**src/cardinal_pkg.sv**
```systemverilog
package cardinal_pkg;

    //--------------------------------------------------------------------------
    // basic widths, all msb-first like the rest of the core
    typedef logic [0:31] addr_t;     // instruction word or byte address
    typedef logic [0:63] data_t;     // one vector register
    typedef logic [0:4]  reg_idx_t;  // register index

    // major opcodes
    typedef enum logic [0:5] {
        op_alu  = 6'b101010,  // r-type vector alu op
        op_bez  = 6'b100010,  // branch if rd is zero
        op_bnez = 6'b100011,  // branch if rd is not zero
        op_nop  = 6'b111100,
        op_ld   = 6'b100000,
        op_sd   = 6'b100001
    } opcode_e;

    // alu function field
    typedef enum logic [0:5] {
        f_vand = 6'b000001,
        f_vor  = 6'b000010,
        f_vxor = 6'b000011,
        f_vnot = 6'b000100,  // unary on ra
        f_vmov = 6'b000101,  // copies ra
        f_vadd = 6'b000110,
        f_vsub = 6'b000111
    } func_e;

    // selective write modes
    typedef enum logic [0:2] {
        mode_a = 3'b000,  // all bytes
        mode_u = 3'b001,  // upper word
        mode_d = 3'b010,  // lower word
        mode_e = 3'b011,  // even bytes
        mode_o = 3'b100   // odd bytes
    } ppp_e;

    // lane width
    typedef enum logic [0:1] {
        ww_byte   = 2'b00,
        ww_half   = 2'b01,
        ww_word   = 2'b10,
        ww_double = 2'b11
    } ww_e;

    //--------------------------------------------------------------------------
    // instruction word, two decodings of the same 32 bits
    typedef struct packed {
        opcode_e  opcode;
        reg_idx_t rd;
        reg_idx_t ra;
        reg_idx_t rb;
        ppp_e     ppp;
        ww_e      ww;
        func_e    func;
    } r_fmt_t;

    typedef struct packed {
        opcode_e     opcode;
        reg_idx_t    rd;
        reg_idx_t    ra;
        logic [0:15] imm;  // memory address or branch target
    } m_fmt_t;

    typedef union packed {
        r_fmt_t r_fmt;
        m_fmt_t m_fmt;
    } instr_u;

    // decode -> execute register
    typedef struct packed {
        data_t    op_a;       // port 0 operand, store data for sd
        data_t    op_b;
        reg_idx_t rd;
        ppp_e     ppp;
        ww_e      ww;
        func_e    func;
        logic     rf_we;
        logic     mem_en;
        logic     mem_wr_en;
        logic     mem_stall;  // sd, or ld to a nonzero rd
    } dx_t;

    // write-back bus into the register file
    typedef struct packed {
        logic     we;
        reg_idx_t rd;
        ppp_e     ppp;
        data_t    data;
    } wb_t;

    // byte-lane mask of a ppp mode, byte 0 is the msb byte
    function automatic data_t lane_mask(ppp_e ppp);
        logic [0:7] sel;
        data_t      mask;
        case (ppp)
            mode_a:  sel = 8'b1111_1111;
            mode_u:  sel = 8'b1111_0000;
            mode_d:  sel = 8'b0000_1111;
            mode_e:  sel = 8'b1010_1010;
            mode_o:  sel = 8'b0101_0101;
            default: sel = 8'b0000_0000;  // undefined modes write nothing
        endcase
        for (int i = 0; i < 8; i++)
            mask[8*i +: 8] = {8{sel[i]}};
        return mask;
    endfunction

endpackage

```
**src/decode_stage.sv**
```systemverilog
`timescale 1ns/1ps

module decode_stage import cardinal_pkg::*; (
    input  logic     clk,
    input  logic     reset,
    input  logic     stall,
    input  instr_u   fetched,
    input  data_t    rd_data_0,
    input  data_t    rd_data_1,
    input  data_t    fwd_data,       // write data of the instruction in execute
    output reg_idx_t rd_addr_0,
    output reg_idx_t rd_addr_1,
    output logic     br_taken,
    output addr_t    br_addr,
    output logic     dmem_en,
    output logic     dmem_wr_en,
    output addr_t    dmem_addr,
    output data_t    dmem_data_out,
    output dx_t      dx              // decode/execute register
);

    // one memory request, live or held in the shadow register
    typedef struct packed {
        logic  en;
        logic  wr_en;
        addr_t addr;
        data_t data;
    } mem_req_t;

    opcode_e     opcode;
    reg_idx_t    rd;
    ppp_e        ppp;
    logic [0:15] imm;
    logic        rf_we, mem_en, mem_wr_en, mem_stall;
    logic        haz_0, haz_1;     // execute rd matches a read port
    data_t       fwd_mask;
    data_t       opnd_0, opnd_1;   // operands after forwarding
    mem_req_t    req, shadow, req_out;
    dx_t         dx_next;

    //--------------------------------------------------------------------------
    // field decode, r view for registers and the m view for the immediate
    assign opcode = fetched.r_fmt.opcode;
    assign rd     = fetched.m_fmt.rd;
    assign imm    = fetched.m_fmt.imm;
    assign ppp    = (opcode == op_ld) ? mode_a : fetched.r_fmt.ppp;  // loads write all lanes

    // control
    always_comb
    begin
        rf_we     = 1'b0;
        mem_en    = 1'b0;
        mem_wr_en = 1'b0;
        case (opcode)
            op_alu: rf_we = 1'b1;    // writes to r0 are allowed
            op_ld:
            begin
                rf_we  = (rd != 5'd0);  // ld to r0 leaves the register file alone
                mem_en = 1'b1;
            end
            op_sd:
            begin
                mem_en    = 1'b1;
                mem_wr_en = 1'b1;
            end
            default: rf_we = 1'b0;   // branches, nop and unknown opcodes
        endcase
    end

    // execute will hold the pipe for one cycle on this
    assign mem_stall = (opcode == op_sd) || ((opcode == op_ld) && (rd != 5'd0));

    // port 0 reads rd for store data and branch test
    assign rd_addr_0 = ((opcode == op_sd) || (opcode == op_bez) || (opcode == op_bnez))
                       ? rd : fetched.r_fmt.ra;
    assign rd_addr_1 = fetched.r_fmt.rb;

    //--------------------------------------------------------------------------
    // hazard detect and forwarding from execute
    assign haz_0    = dx.rf_we && (dx.rd != 5'd0) && (dx.rd == rd_addr_0);
    assign haz_1    = dx.rf_we && (dx.rd != 5'd0) && (dx.rd == rd_addr_1);
    assign fwd_mask = lane_mask(dx.ppp);  // only the lanes that instruction writes

    assign opnd_0 = haz_0 ? ((rd_data_0 & ~fwd_mask) | (fwd_data & fwd_mask)) : rd_data_0;
    assign opnd_1 = haz_1 ? ((rd_data_1 & ~fwd_mask) | (fwd_data & fwd_mask)) : rd_data_1;

    // branch resolve
    assign br_addr  = {16'd0, imm};
    assign br_taken = ((opcode == op_bez) && (opnd_0 == '0)) ||
                      ((opcode == op_bnez) && (opnd_0 != '0));

    //--------------------------------------------------------------------------
    // memory request, issued from decode
    assign req.en    = mem_en;
    assign req.wr_en = mem_wr_en;
    assign req.addr  = {16'd0, imm};  // zero-extended immediate
    assign req.data  = opnd_0;

    // shadow keeps the request alive while execute stalls
    always_ff @(posedge clk)
    begin
        if (reset)
        begin
            shadow.en    <= 1'b0;
            shadow.wr_en <= 1'b0;
        end
        else if (!stall)
            shadow <= req;
    end

    assign req_out       = stall ? shadow : req;
    assign dmem_en       = req_out.en;
    assign dmem_wr_en    = req_out.wr_en;
    assign dmem_addr     = req_out.addr;
    assign dmem_data_out = req_out.data;

    //--------------------------------------------------------------------------
    // decode/execute register
    always_comb
    begin
        dx_next.op_a      = opnd_0;
        dx_next.op_b      = opnd_1;
        dx_next.rd        = rd;
        dx_next.ppp       = ppp;
        dx_next.ww        = fetched.r_fmt.ww;
        dx_next.func      = fetched.r_fmt.func;
        dx_next.rf_we     = rf_we;
        dx_next.mem_en    = mem_en;
        dx_next.mem_wr_en = mem_wr_en;
        dx_next.mem_stall = mem_stall;
    end

    always_ff @(posedge clk)
    begin
        if (reset)
        begin
            dx.rf_we     <= 1'b0;  // behaves as a nop
            dx.mem_en    <= 1'b0;
            dx.mem_wr_en <= 1'b0;
            dx.mem_stall <= 1'b0;
        end
        else if (!stall)
            dx <= dx_next;
    end

endmodule

```
**config.mk**
```make
export PLATFORM = sky130hd
export DESIGN_NAME = decode_stage
export DESIGN_NICKNAME = d
export VERILOG_FILES = /design/src/cardinal_pkg.sv /design/src/decode_stage.sv
export SDC_FILE = /design/constraint.sdc
export NUM_CORES = 1
export LEC_CHECK = 0
export ABC_AREA = 1
export BUFFER_PORTS_ARGS = -buffer_cell sky130_fd_sc_hd__buf_4
export CELL_PAD_IN_SITES_DETAIL_PLACEMENT = 0
export CELL_PAD_IN_SITES_GLOBAL_PLACEMENT = 1
export CORE_AREA = 2 2 198 200
export DETAILED_ROUTE_END_ITERATION = 6
export DIE_AREA = 0 0 200 202
export PLACE_DENSITY_LB_ADDON = 0.1
export SETUP_SLACK_MARGIN = 0.1
export SYNTH_ARGS = -nofsm -noshare
export SYNTH_HDL_FRONTEND = slang
export SYNTH_SLANG_ARGS = --single-unit
```
**constraint.sdc**
```tcl
create_clock -name clk -period 22.2 [get_ports clk]
set_clock_uncertainty 0.05 [all_clocks]
set_input_delay 4.44 -clock clk [delete_from_list [all_inputs] [get_ports clk]]
set_output_delay 4.44 -clock clk [all_outputs]
set_load 0.01 [all_outputs]
```
==> impl_metrics.tcl, run 1 <==
set metrics [dict create \
    status "completed" \
    start_kind "input port" \
    hpwl_um 35500 \
    critPathMaxStageDelay_ns 0.78 \
    dp.cells 2225 \
    cts_buffers 30 \
    nets 1966 \
    htreeDepth 1 \
    final.period_utilization_pct 56.4 \
    dieArea_um2 40400 \
    synth_simple_gate_area_share_pct 22.3 \
    synth-edff-count 240 \
    crit_required_ns 17.71 \
    synthArstFlopShare_pct 0 \
    synth-xor-area-share_pct 0.364 \
    die_h_um 202 \
    path_max_fanout 82 \
    synth_compound_area_share_pct 8.90 \
    fillers 3840 \
    cp_common_cell "nand2_1" \
    synth_area_per_cell_um2 9.34 \
    core_um2 38300 \
    dp_slack_ns 9.56 \
    routed-via-count 10688 \
    worst_pin_slew_ns 1.22 \
    endpoint_kind "output port" \
    antenna_found_initial 7 \
    synth_cell_types 31 \
    cts_resized 0 \
    hold_buffers 0 \
    path_cells "buf_4, nor2_2, nand3_4, nand2_1, nand2_1, nor2_1, nor2_4, buf_4, nand3_4, buf_4, o21ai_1, nor2_1, nand2_1, nor2_1, nand2_1, nor2_1, nand2_1, nand2_1, nand2_1, buf_4" \
    drtAntennaViolNets 0 \
    fin_crit_ns 12.52 \
    gp_congestion 0.866 \
    root_buffer "clkbuf_16" \
    wl_per_cell_um 21.3 \
    totalWireLength_um 48500 \
    placementRows 72 \
    max-cap-violations 0 \
    clockBufferDepth 3 \
    slew_headroom_pct 18.8 \
    post_cts_buffers 0 \
    yosysSeqAreaShare_pct 60.9 \
    overflow 0 \
    p_leak_nw 7.74 \
    pin_count 516 \
    synthCells 1288 \
    drc 0 \
    layout-drive-gt1-share_pct 33.7 \
    stdcell_area_um2 17000 \
    clock_latency_ns 0.57 \
    grt_pass1_wl_um 68800 \
    multi_input_area_um2 3900 \
    synth.area.mux_share_pct 0.0936 \
    fin_ws_ns 9.68 \
    port_buffers 499 \
    vias_per_cell 4.68 \
    path_class "in2out" \
    crit_arrival_ns 8.03 \
    max_freq_mhz 79.8 \
    dr.first_iter.drc_count 587 \
    setup_tns_ns 0 \
    grt_max_degree 145 \
    setup_viol_count_final 0 \
    yosys_warnings 0 \
    finalCoreUtilization_pct 44.4 \
    irDropWorstVdd_mv 0.0520 \
    seqCellArea_um2 7330 \
    power.density_nw_per_um2 73.3 \
    grt_pass1_vias 10519 \
    slew_viol_final 0 \
    synth_top_flop_cell "edfxtp_1" \
    placed_area_um2 16000 \
    dr.pass1.iters 5 \
    initial_core_util_pct 31.4 \
    areaGrowthSynthToFinish_pct 41.3 \
    die_w_um 200 \
    timing_hold_violations_final 0 \
    cts_tree "built" \
    cts.sinks 246 \
    rsz0062_at_grt "false" \
    synthAdderAreaFrac_pct 0 \
    grt_usage_pct 23.3 \
    holdCritPathClass "reg2reg" \
    synth_top_family_by_area "simple AND/OR/NAND/NOR gates" \
    cp_slowest_cell "buf_4" \
    syn_area_um2 12000 \
    synth_seq_cells 246 \
    clk_pin_slew_ns 0.06 \
    instances_no_fill 2283 \
]
==> placed cells by master, fill, tap and decap left out, types with 4 or more instances in the layout <==
cell type    n
clkbuf_16   31
o21ai_0    134
diode_2      5
clkbuf_1     6
a21oi_1      5
dfxtp_1      6
edfxtp_1   240
nand3_1     15
conb_1      16
inv_1       70
nand2_1    479
clkinv_1     4
a31oi_1     35
buf_4      509
nor2_1      81
nand4_1     38
clkinv_2     5
inv_2        5
o21ai_1     26
nor2_4       5
nand2_2     18
==> kinds of logic after synthesis <==
family / Yosys count
simple gates: 648
flops: 246
compound gates: 204
buf+inv: 183
xor+xnor: 5
mux: 1
other cells: 1
==> synthesized netlist by cell type, types with 8 or more instances <==
master	instances	area, um2
nand2_1	479	1800
edfxtp_1	240	7210
o21ai_0	134	671
nor2_1	82	308
inv_1	71	267
clkbuf_1	52	195
nand4_1	38	238
buf_4	37	278
a31oi_1	35	219
o21ai_1	26	130
nand2_2	18	113
nand3_1	16	80.1
buf_1	8	30.0
buf_6	8	90.1
==> layout make-up <==
| class | instances | area share, % |
|---|---|---|
| Clock inverter | 13 | 0.810 |
| Inverter | 77 | 1.73 |
| Antenna cell | 5 | 0.0736 |
| Clock buffer | 40 | 4.94 |
| Multi-Input combinational cell | 874 | 22.9 |
| Sequential cell | 246 | 43.1 |
| Timing Repair Buffer | 510 | 22.6 |
| Tap cell | 518 | 3.81 |
==> report_power, final <==
| part | switching [mW] | total, mW | internal [mW] |
|---|---|---|---|
| registers | 0.00797 | 0.549 | 0.541 |
| clock network | 0.199 | 0.496 | 0.297 |
| logic | 0.120 | 0.202 | 0.0822 |
==> critical path: cells and delay by family <==
family                 cells  cell delay (ns)
AO/OA/AOI/OAI              1             0.34
buffers and inverters      4             1.31
AND/OR/NAND/NOR           15             1.86
==> per-stage QoR <==
stage / hold WS, ns / power [mW]
final: 0.420 / 1.25
after global routing: 0.440 / 1.30
after CTS: 0.419 / 1.26
after detailed placement: 0.409 / 0.763
after global placement: 0.407 / 0.763
after floorplan: 0.396 / 0.651
==> layer usage <==
layer  global-route usage (%)  vias to the layer above  wire length, um
met1                     27.2                     5005            18400
li1                         -                     5219                -
met5                        0                        -               44
met2                     41.4                      399            24500
met3                     6.84                       59             4450
met4                     6.16                        6             1130
==> final timing paths <==
check,slack [ns],startpoint,to,cells after the start
max,9.68,fetched[29],br_taken,20
min reg2reg,0.42,dx[2]$_SDFFE_PP0N_,dx[2]$_SDFFE_PP0N_,2
max reg2reg,18.71,dx[15]$_DFFE_PP_,shadow[5]$_DFFE_PN_,12
min,0.42,dx[2]$_SDFFE_PP0N_,dx[2]$_SDFFE_PP0N_,2
==> registers in the layout, summed over array words and instances (netlist names) <==
| signal | flops |
|---|---|
| dx | 148 |
| shadow | 98 |
Note: power is estimated with default switching activity, not from simulation.
==> inputs of run 2 (changes only) <==
ABC_AREA = 0   (was 1)
CORE_AREA = 2 2 200 202   (was 2 2 198 200)
DIE_AREA = 0 0 202 204   (was 0 0 200 202)
clock period = 10.7 ns   (was 22.2 ns; I/O delays follow)
==> impl_metrics.tcl, run 2 <==
set metrics [dict create \
    status "completed" \
    cts_tree "built" \
    synth-xor-area-share_pct 0.543 \
    synth_top_family_by_area "multiplexers" \
    met2_wirelength_um 19200 \
    critPathTopFamily "simple AND/OR/NAND/NOR gates" \
    clock_latency_ns 0.56 \
    synth_top_flop_cell "edfxtp_1" \
    irDropWorstVdd_mv 0.125 \
    grt_pass1_wl_um 55700 \
    layout-drive-gt1-share_pct 60.8 \
    antenna_found_initial 3 \
    critPathMaxStageDelay_ns 0.75 \
    setup_viol_count_final 0 \
    gp_congestion 0.761 \
    whs_endpoint "dx[1]$_SDFFE_PP0N_" \
    nets 1439 \
    holdCritPathClass "reg2reg" \
    path_cells "buf_4, or4b_1, o21ai_2, a21oi_1, or4_4, nor2_2, mux2_2, nor4_1, nand4_1, mux2i_1, buf_4" \
    post_cts_buffers 0 \
    placementRows 73 \
    yosysSeqAreaShare_pct 64.9 \
    synthAdderAreaFrac_pct 0 \
    layout_common_cells "buf_4, edfxtp_1, mux2_2" \
    synth_seq_cells 246 \
    cts_resized 0 \
    worst_pin_slew_ns 1.06 \
    cts_buffers 30 \
    highest_layer "met4" \
    p_leak_nw 6.45 \
    drc 0 \
    power.density_nw_per_um2 152 \
    clockBufferDepth 3 \
    p_total_mw 2.48 \
    yosysTopAreaCell "edfxtp_1" \
    synth_cell_types 50 \
    wl_met1_um 15600 \
    clk_pin_slew_ns 0.06 \
    wl_per_cell_um 22.2 \
    synth_area_per_cell_um2 15.5 \
    synth_compound_area_share_pct 2.64 \
    final_common_cell "buf_4" \
    grt_usage_pct 18.1 \
    r2r_slack_ns 7.25 \
    drtAntennaViolNets 0 \
    pin_count 516 \
    max_freq_mhz 119 \
    synth.area.mux_share_pct 20.6 \
    initial_core_util_pct 28.8 \
    hold_buffers 0 \
    rsz0062_at_grt "false" \
    path_class "in2out" \
    overflow 0 \
    r2r_cells 7 \
    synthArstFlopShare_pct 0 \
    final.period_utilization_pct 78.3 \
    top_regs "dx (148), shadow (98)" \
    min-delay-start "dx[1]$_SDFFE_PP0N_" \
    regMostFlops "dx" \
    endpoint_kind "output port" \
    synth.area.top_cells "edfxtp_1, mux2_2, buf_4" \
    routed-via-count 8000 \
    hpwl_um 29700 \
    yosys_warnings 0 \
    port_buffers 499 \
    synth_simple_gate_area_share_pct 7.54 \
    root_buffer "clkbuf_16" \
    dr.pass1.iters 4 \
    dieArea_um2 41200 \
    cp.buffers_inverters 2 \
    slew_viol_final 0 \
    grt_max_degree 77 \
    start_kind "input port" \
    synth_common_cells "edfxtp_1, mux2_2, buf_4" \
    cp_slowest_cell "nor2_2" \
    timing.rr.end "shadow[26]$_DFFE_PN_" \
    dr.first_iter.drc_count 346 \
    crit_required_ns 8.51 \
    core_um2 39200 \
    timing_hold_violations_final 0 \
    path_max_fanout 22 \
    reg2reg_from "dx[17]$_DFFE_PP_" \
    slew_headroom_pct 29.1 \
    cts.sinks 246 \
    setup_tns_ns 0 \
    grt_pass1_vias 8156 \
    max-cap-violations 0 \
    synth-edff-count 240 \
    crit_arrival_ns 6.18 \
    die_w_um 202 \
    fin_crit_ns 8.37 \
    htreeDepth 1 \
    cp_common_cell "buf_4" \
    synth_top_cell_area_share_pct 63.9 \
    die_h_um 204 \
    whs_path_depth 2 \
    largest_reg_flops 148 \
    areaGrowthSynthToFinish_pct 44.8 \
    wl_met3_um 3430 \
    synthCells 727 \
    vias_per_cell 4.54 \
    syn_area_um2 11300 \
    synth.most_common_cell "edfxtp_1" \
    totalWireLength_um 39100 \
]
==> run 2: changes by cell type after synthesis, sizes merged, moves of 8 or more <==
cell    change
nand2     -473
mux2      +203
o21ai     -141
inv        -74
nor2       -72
a31oi      -35
clkbuf     -31
nand4      -24
and2       +22
nor4       +19
buf         -8
nand3       -8
or4         +8
==> run 2: worst max path at each step <==
stage,from,endpoint,slack [ns],cells past startpoint
after floorplan,stall,dx[100]$_DFFE_PP_,1.32,4
after global placement,fetched[29],br_taken,2.31,11
after detailed placement,fetched[29],br_taken,2.31,11
after CTS,fetched[29],br_taken,2.27,11
after global routing,fetched[29],br_taken,2.02,11
final,fetched[29],br_taken,2.33,11
==> run 2: cell families after synthesis <==
group | after synthesis
compound gates | 49
xor+xnor | 7
buf+inv | 70
flops | 246
mux | 207
other cells | 1
simple gates | 147
==> run 2: layout make-up <==
cell class,count,area (um2)
clock inverters,13,113
inverters,3,13.8
flip-flops and latches,246,7330
repair buffers,505,3790
clock buffers,43,821
well taps,525,657
multi-input cells,426,3610
diodes,3,7.51
fillers,3723,22800
==> run 2: routing by layer <==
metal | up-vias | track usage (%)
li1 | 3766 | -
met1 | 3849 | 22.2
met2 | 336 | 31.0
met3 | 49 | 5.76
met4 | 0 | 4.46
met5 | - | 0
==> run 2: where the power goes <==
group	switching, mW	internal, mW	total, mW	leakage, nW
Combinational	0.172	0.182	0.354	3.66
Clock	0.408	0.577	0.985	0.448
Sequential	0.0168	1.13	1.14	2.35
Total	0.597	1.89	2.48	6.45
==> run 2: stage by stage <==
step	std cells	setup WS [ns]	utilization [%]	hold WS, ns	area (um2)
2_1_floorplan	742	1.32	-	0.396	11300
3_3_place_gp	1705	2.31	39.3	0.409	15400
3_5_place_dp	1705	2.31	39.3	0.410	15400
4_1_cts	1761	2.27	41.7	0.420	16300
5_1_grt	1763	2.02	41.7	0.451	16300
6_report	1764	2.33	41.7	0.421	16300
==> run 2: worst min-delay path: cells and delay by family, from the launching register on <==
kind / cells / cell delay (ns)
AOI/OAI and AO/OA: 1 / 0.06
and+or+nand+nor: 1 / 0.06
DFF: 1 / 0.31
==> inputs of run 3 (changes only) <==
ABC_AREA = 1   (was 0)
clock period = 8 ns   (was 10.7 ns; I/O delays follow)
==> impl_metrics.tcl, run 3 (synthesized netlist as in run 1, its figures left out) <==
set metrics [dict create \
    cts_tree "built" \
    critPathLaunch "fetched[29]" \
    internal_power_mw 2.56 \
    grt_pass1_wl_um 71100 \
    setup_tns_ns 0 \
    pin_count 516 \
    met3_usage_pct 6.30 \
    antenna_found_initial 4 \
    irDropWorstVdd_mv 0.172 \
    cp.buffers_inverters 4 \
    wl_per_cell_um 21.7 \
    status "completed" \
    layout-drive-gt1-share_pct 33.7 \
    fillers 3919 \
    core_um2 39200 \
    overflow 0 \
    cp_slowest_cell "buf_4" \
    min-delay-start "dx[2]$_SDFFE_PP0N_" \
    clock_latency_ns 0.56 \
    regMostFlops "dx" \
    slew_viol_final 0 \
    critPathMaxStageDelay_ns 0.54 \
    r2r_slack_ns 4.72 \
    cts_buffers 30 \
    clockBufferDepth 3 \
    busiest_layer "met2" \
    path_max_fanout 47 \
    holdCritPathClass "reg2reg" \
    crit_cells 20 \
    root_buffer "clkbuf_16" \
    seqCellArea_um2 7330 \
    p_seq_share_pct 44.0 \
    p_leak_nw 7.75 \
    hpwl_um 36500 \
    critPathTopFamily "simple AND/OR/NAND/NOR gates" \
    dr.pass1.iters 5 \
    dieArea_um2 41200 \
    totalWireLength_um 49700 \
    worst_pin_slew_ns 1.10 \
    cts_resized 0 \
    reg2reg_from "dx[18]$_DFFE_PP_" \
    multi_input_area_um2 3900 \
    post_cts_buffers 0 \
    hold_buffers 0 \
    crit_required_ns 6.35 \
    final_common_cell "buf_4" \
    hold_ws_ns 0.428 \
    path_cells "buf_4, nor2_2, nand3_4, nand2_1, nand2_1, nor2_1, nor2_4, buf_4, nand3_4, buf_4, o21ai_1, nor2_1, nand2_1, nor2_1, nand2_1, nor2_1, nand2_1, nand2_1, nand2_1, buf_4" \
    placementRows 73 \
    grt_max_degree 125 \
    grt_usage_pct 23.3 \
    p_sw_mw 0.910 \
    port_buffers 499 \
    instances_no_fill 2290 \
    max-cap-violations 0 \
    htreeDepth 1 \
    top_regs "dx (148), shadow (98)" \
    routed-via-count 10775 \
    areaGrowthSynthToFinish_pct 41.4 \
    path_class "in2out" \
    dp.cells 2234 \
    swShare_pct 26.2 \
    clk_pin_slew_ns 0.06 \
    pwr-share-clk_pct 39.9 \
    gp_congestion 0.870 \
    largest_reg_flops 148 \
    cp-endpoint "br_taken" \
    cp_common_cell "nand2_1" \
    grt_use_met1_pct 28.1 \
    rsz0062_at_grt "false" \
    layout_common_cells "buf_4, nand2_1, edfxtp_1" \
    timing_hold_violations_final 0 \
    power.density_nw_per_um2 204 \
    grt_pass1_vias 10592 \
    start_kind "input port" \
    drtAntennaViolNets 0 \
    setup_viol_count_final 0 \
    fin_crit_ns 6.38 \
    pwr-share-comb_pct 16.2 \
    crit_arrival_ns 4.73 \
    cts.sinks 246 \
    timing.rr.end "shadow[25]$_DFFE_PN_" \
    final.period_utilization_pct 79.8 \
    max_freq_mhz 157 \
    die_w_um 202 \
    initial_core_util_pct 30.7 \
    nets 1968 \
    die_h_um 204 \
    grtUsageMet2_pct 40.9 \
    slew_headroom_pct 26.6 \
    endpoint_kind "output port" \
    drc 0 \
    r2r_cells 11 \
    vias_per_cell 4.71 \
    dr.first_iter.drc_count 689 \
]
==> run 3: cell types whose count changed in the layout (fill, tap and decap cells not counted), sizes merged, moves of 8 or more <==
cell and change:
mux2 -203, a31oi +35, inv +74, or4 -8, nor2 +72, nand3 +8, and2 -22, nand2 +473
o21ai +141, nand4 +24, nor4 -19
==> run 3: worst reg2reg max path, delay by kind of cell (launching register included) <==
kind	cells	cell delay [ns]
compound gates	2	0.86
buf+inv	4	1.00
flops	1	0.50
simple gates	5	0.60
==> run 3: how the worst min path moves through the flow <==
stage,to,cells after the start
floorplan,shadow[96]$_SDFF_PP0_,2
global route,dx[1]$_SDFFE_PP0N_,2
global placement,dx[1]$_SDFFE_PP0N_,2
CTS,dx[1]$_SDFFE_PP0N_,2
finish,dx[2]$_SDFFE_PP0N_,2
detailed placement,dx[1]$_SDFFE_PP0N_,2
==> run 3: power groups by stage <==
stage               registers, mW  clock network [mW]  logic, mW
floorplan                    1.57                   0      0.238
global placement             1.55                   0      0.569
detailed placement           1.55                   0      0.569
CTS                          1.52                1.41      0.571
global route                 1.53                1.46      0.614
finish                       1.52                1.38      0.561
==> run 3: area by class of cell <==
class / instances / area share, %
clock inverters: 16 / 1.01
clock buffers: 37 / 4.69
inverters: 77 / 1.73
repair buffers: 512 / 22.7
well taps: 525 / 3.86
diodes: 3 / 0.0441
flip-flops and latches: 246 / 43.1
multi-input cells: 874 / 22.9
==> run 3: routing by layer <==
metal | part of all wire [%] | up-vias
met1 | 39 | 5018
met4 | 2.0 | 4
met5 | 0.046 | -
li1 | - | 5226
met3 | 8.5 | 59
met2 | 50 | 468
==> run 3: per-stage QoR <==
step	total power [mW]	instance area, um2	setup WS (ns)	utilization [%]
floorplan	1.80	12100	1.74	-
global placement	2.12	16000	1.61	40.9
detailed placement	2.12	16000	1.61	40.9
CTS	3.51	17000	1.60	43.4
global route	3.60	17000	1.29	43.4
finish	3.47	17000	1.62	43.4
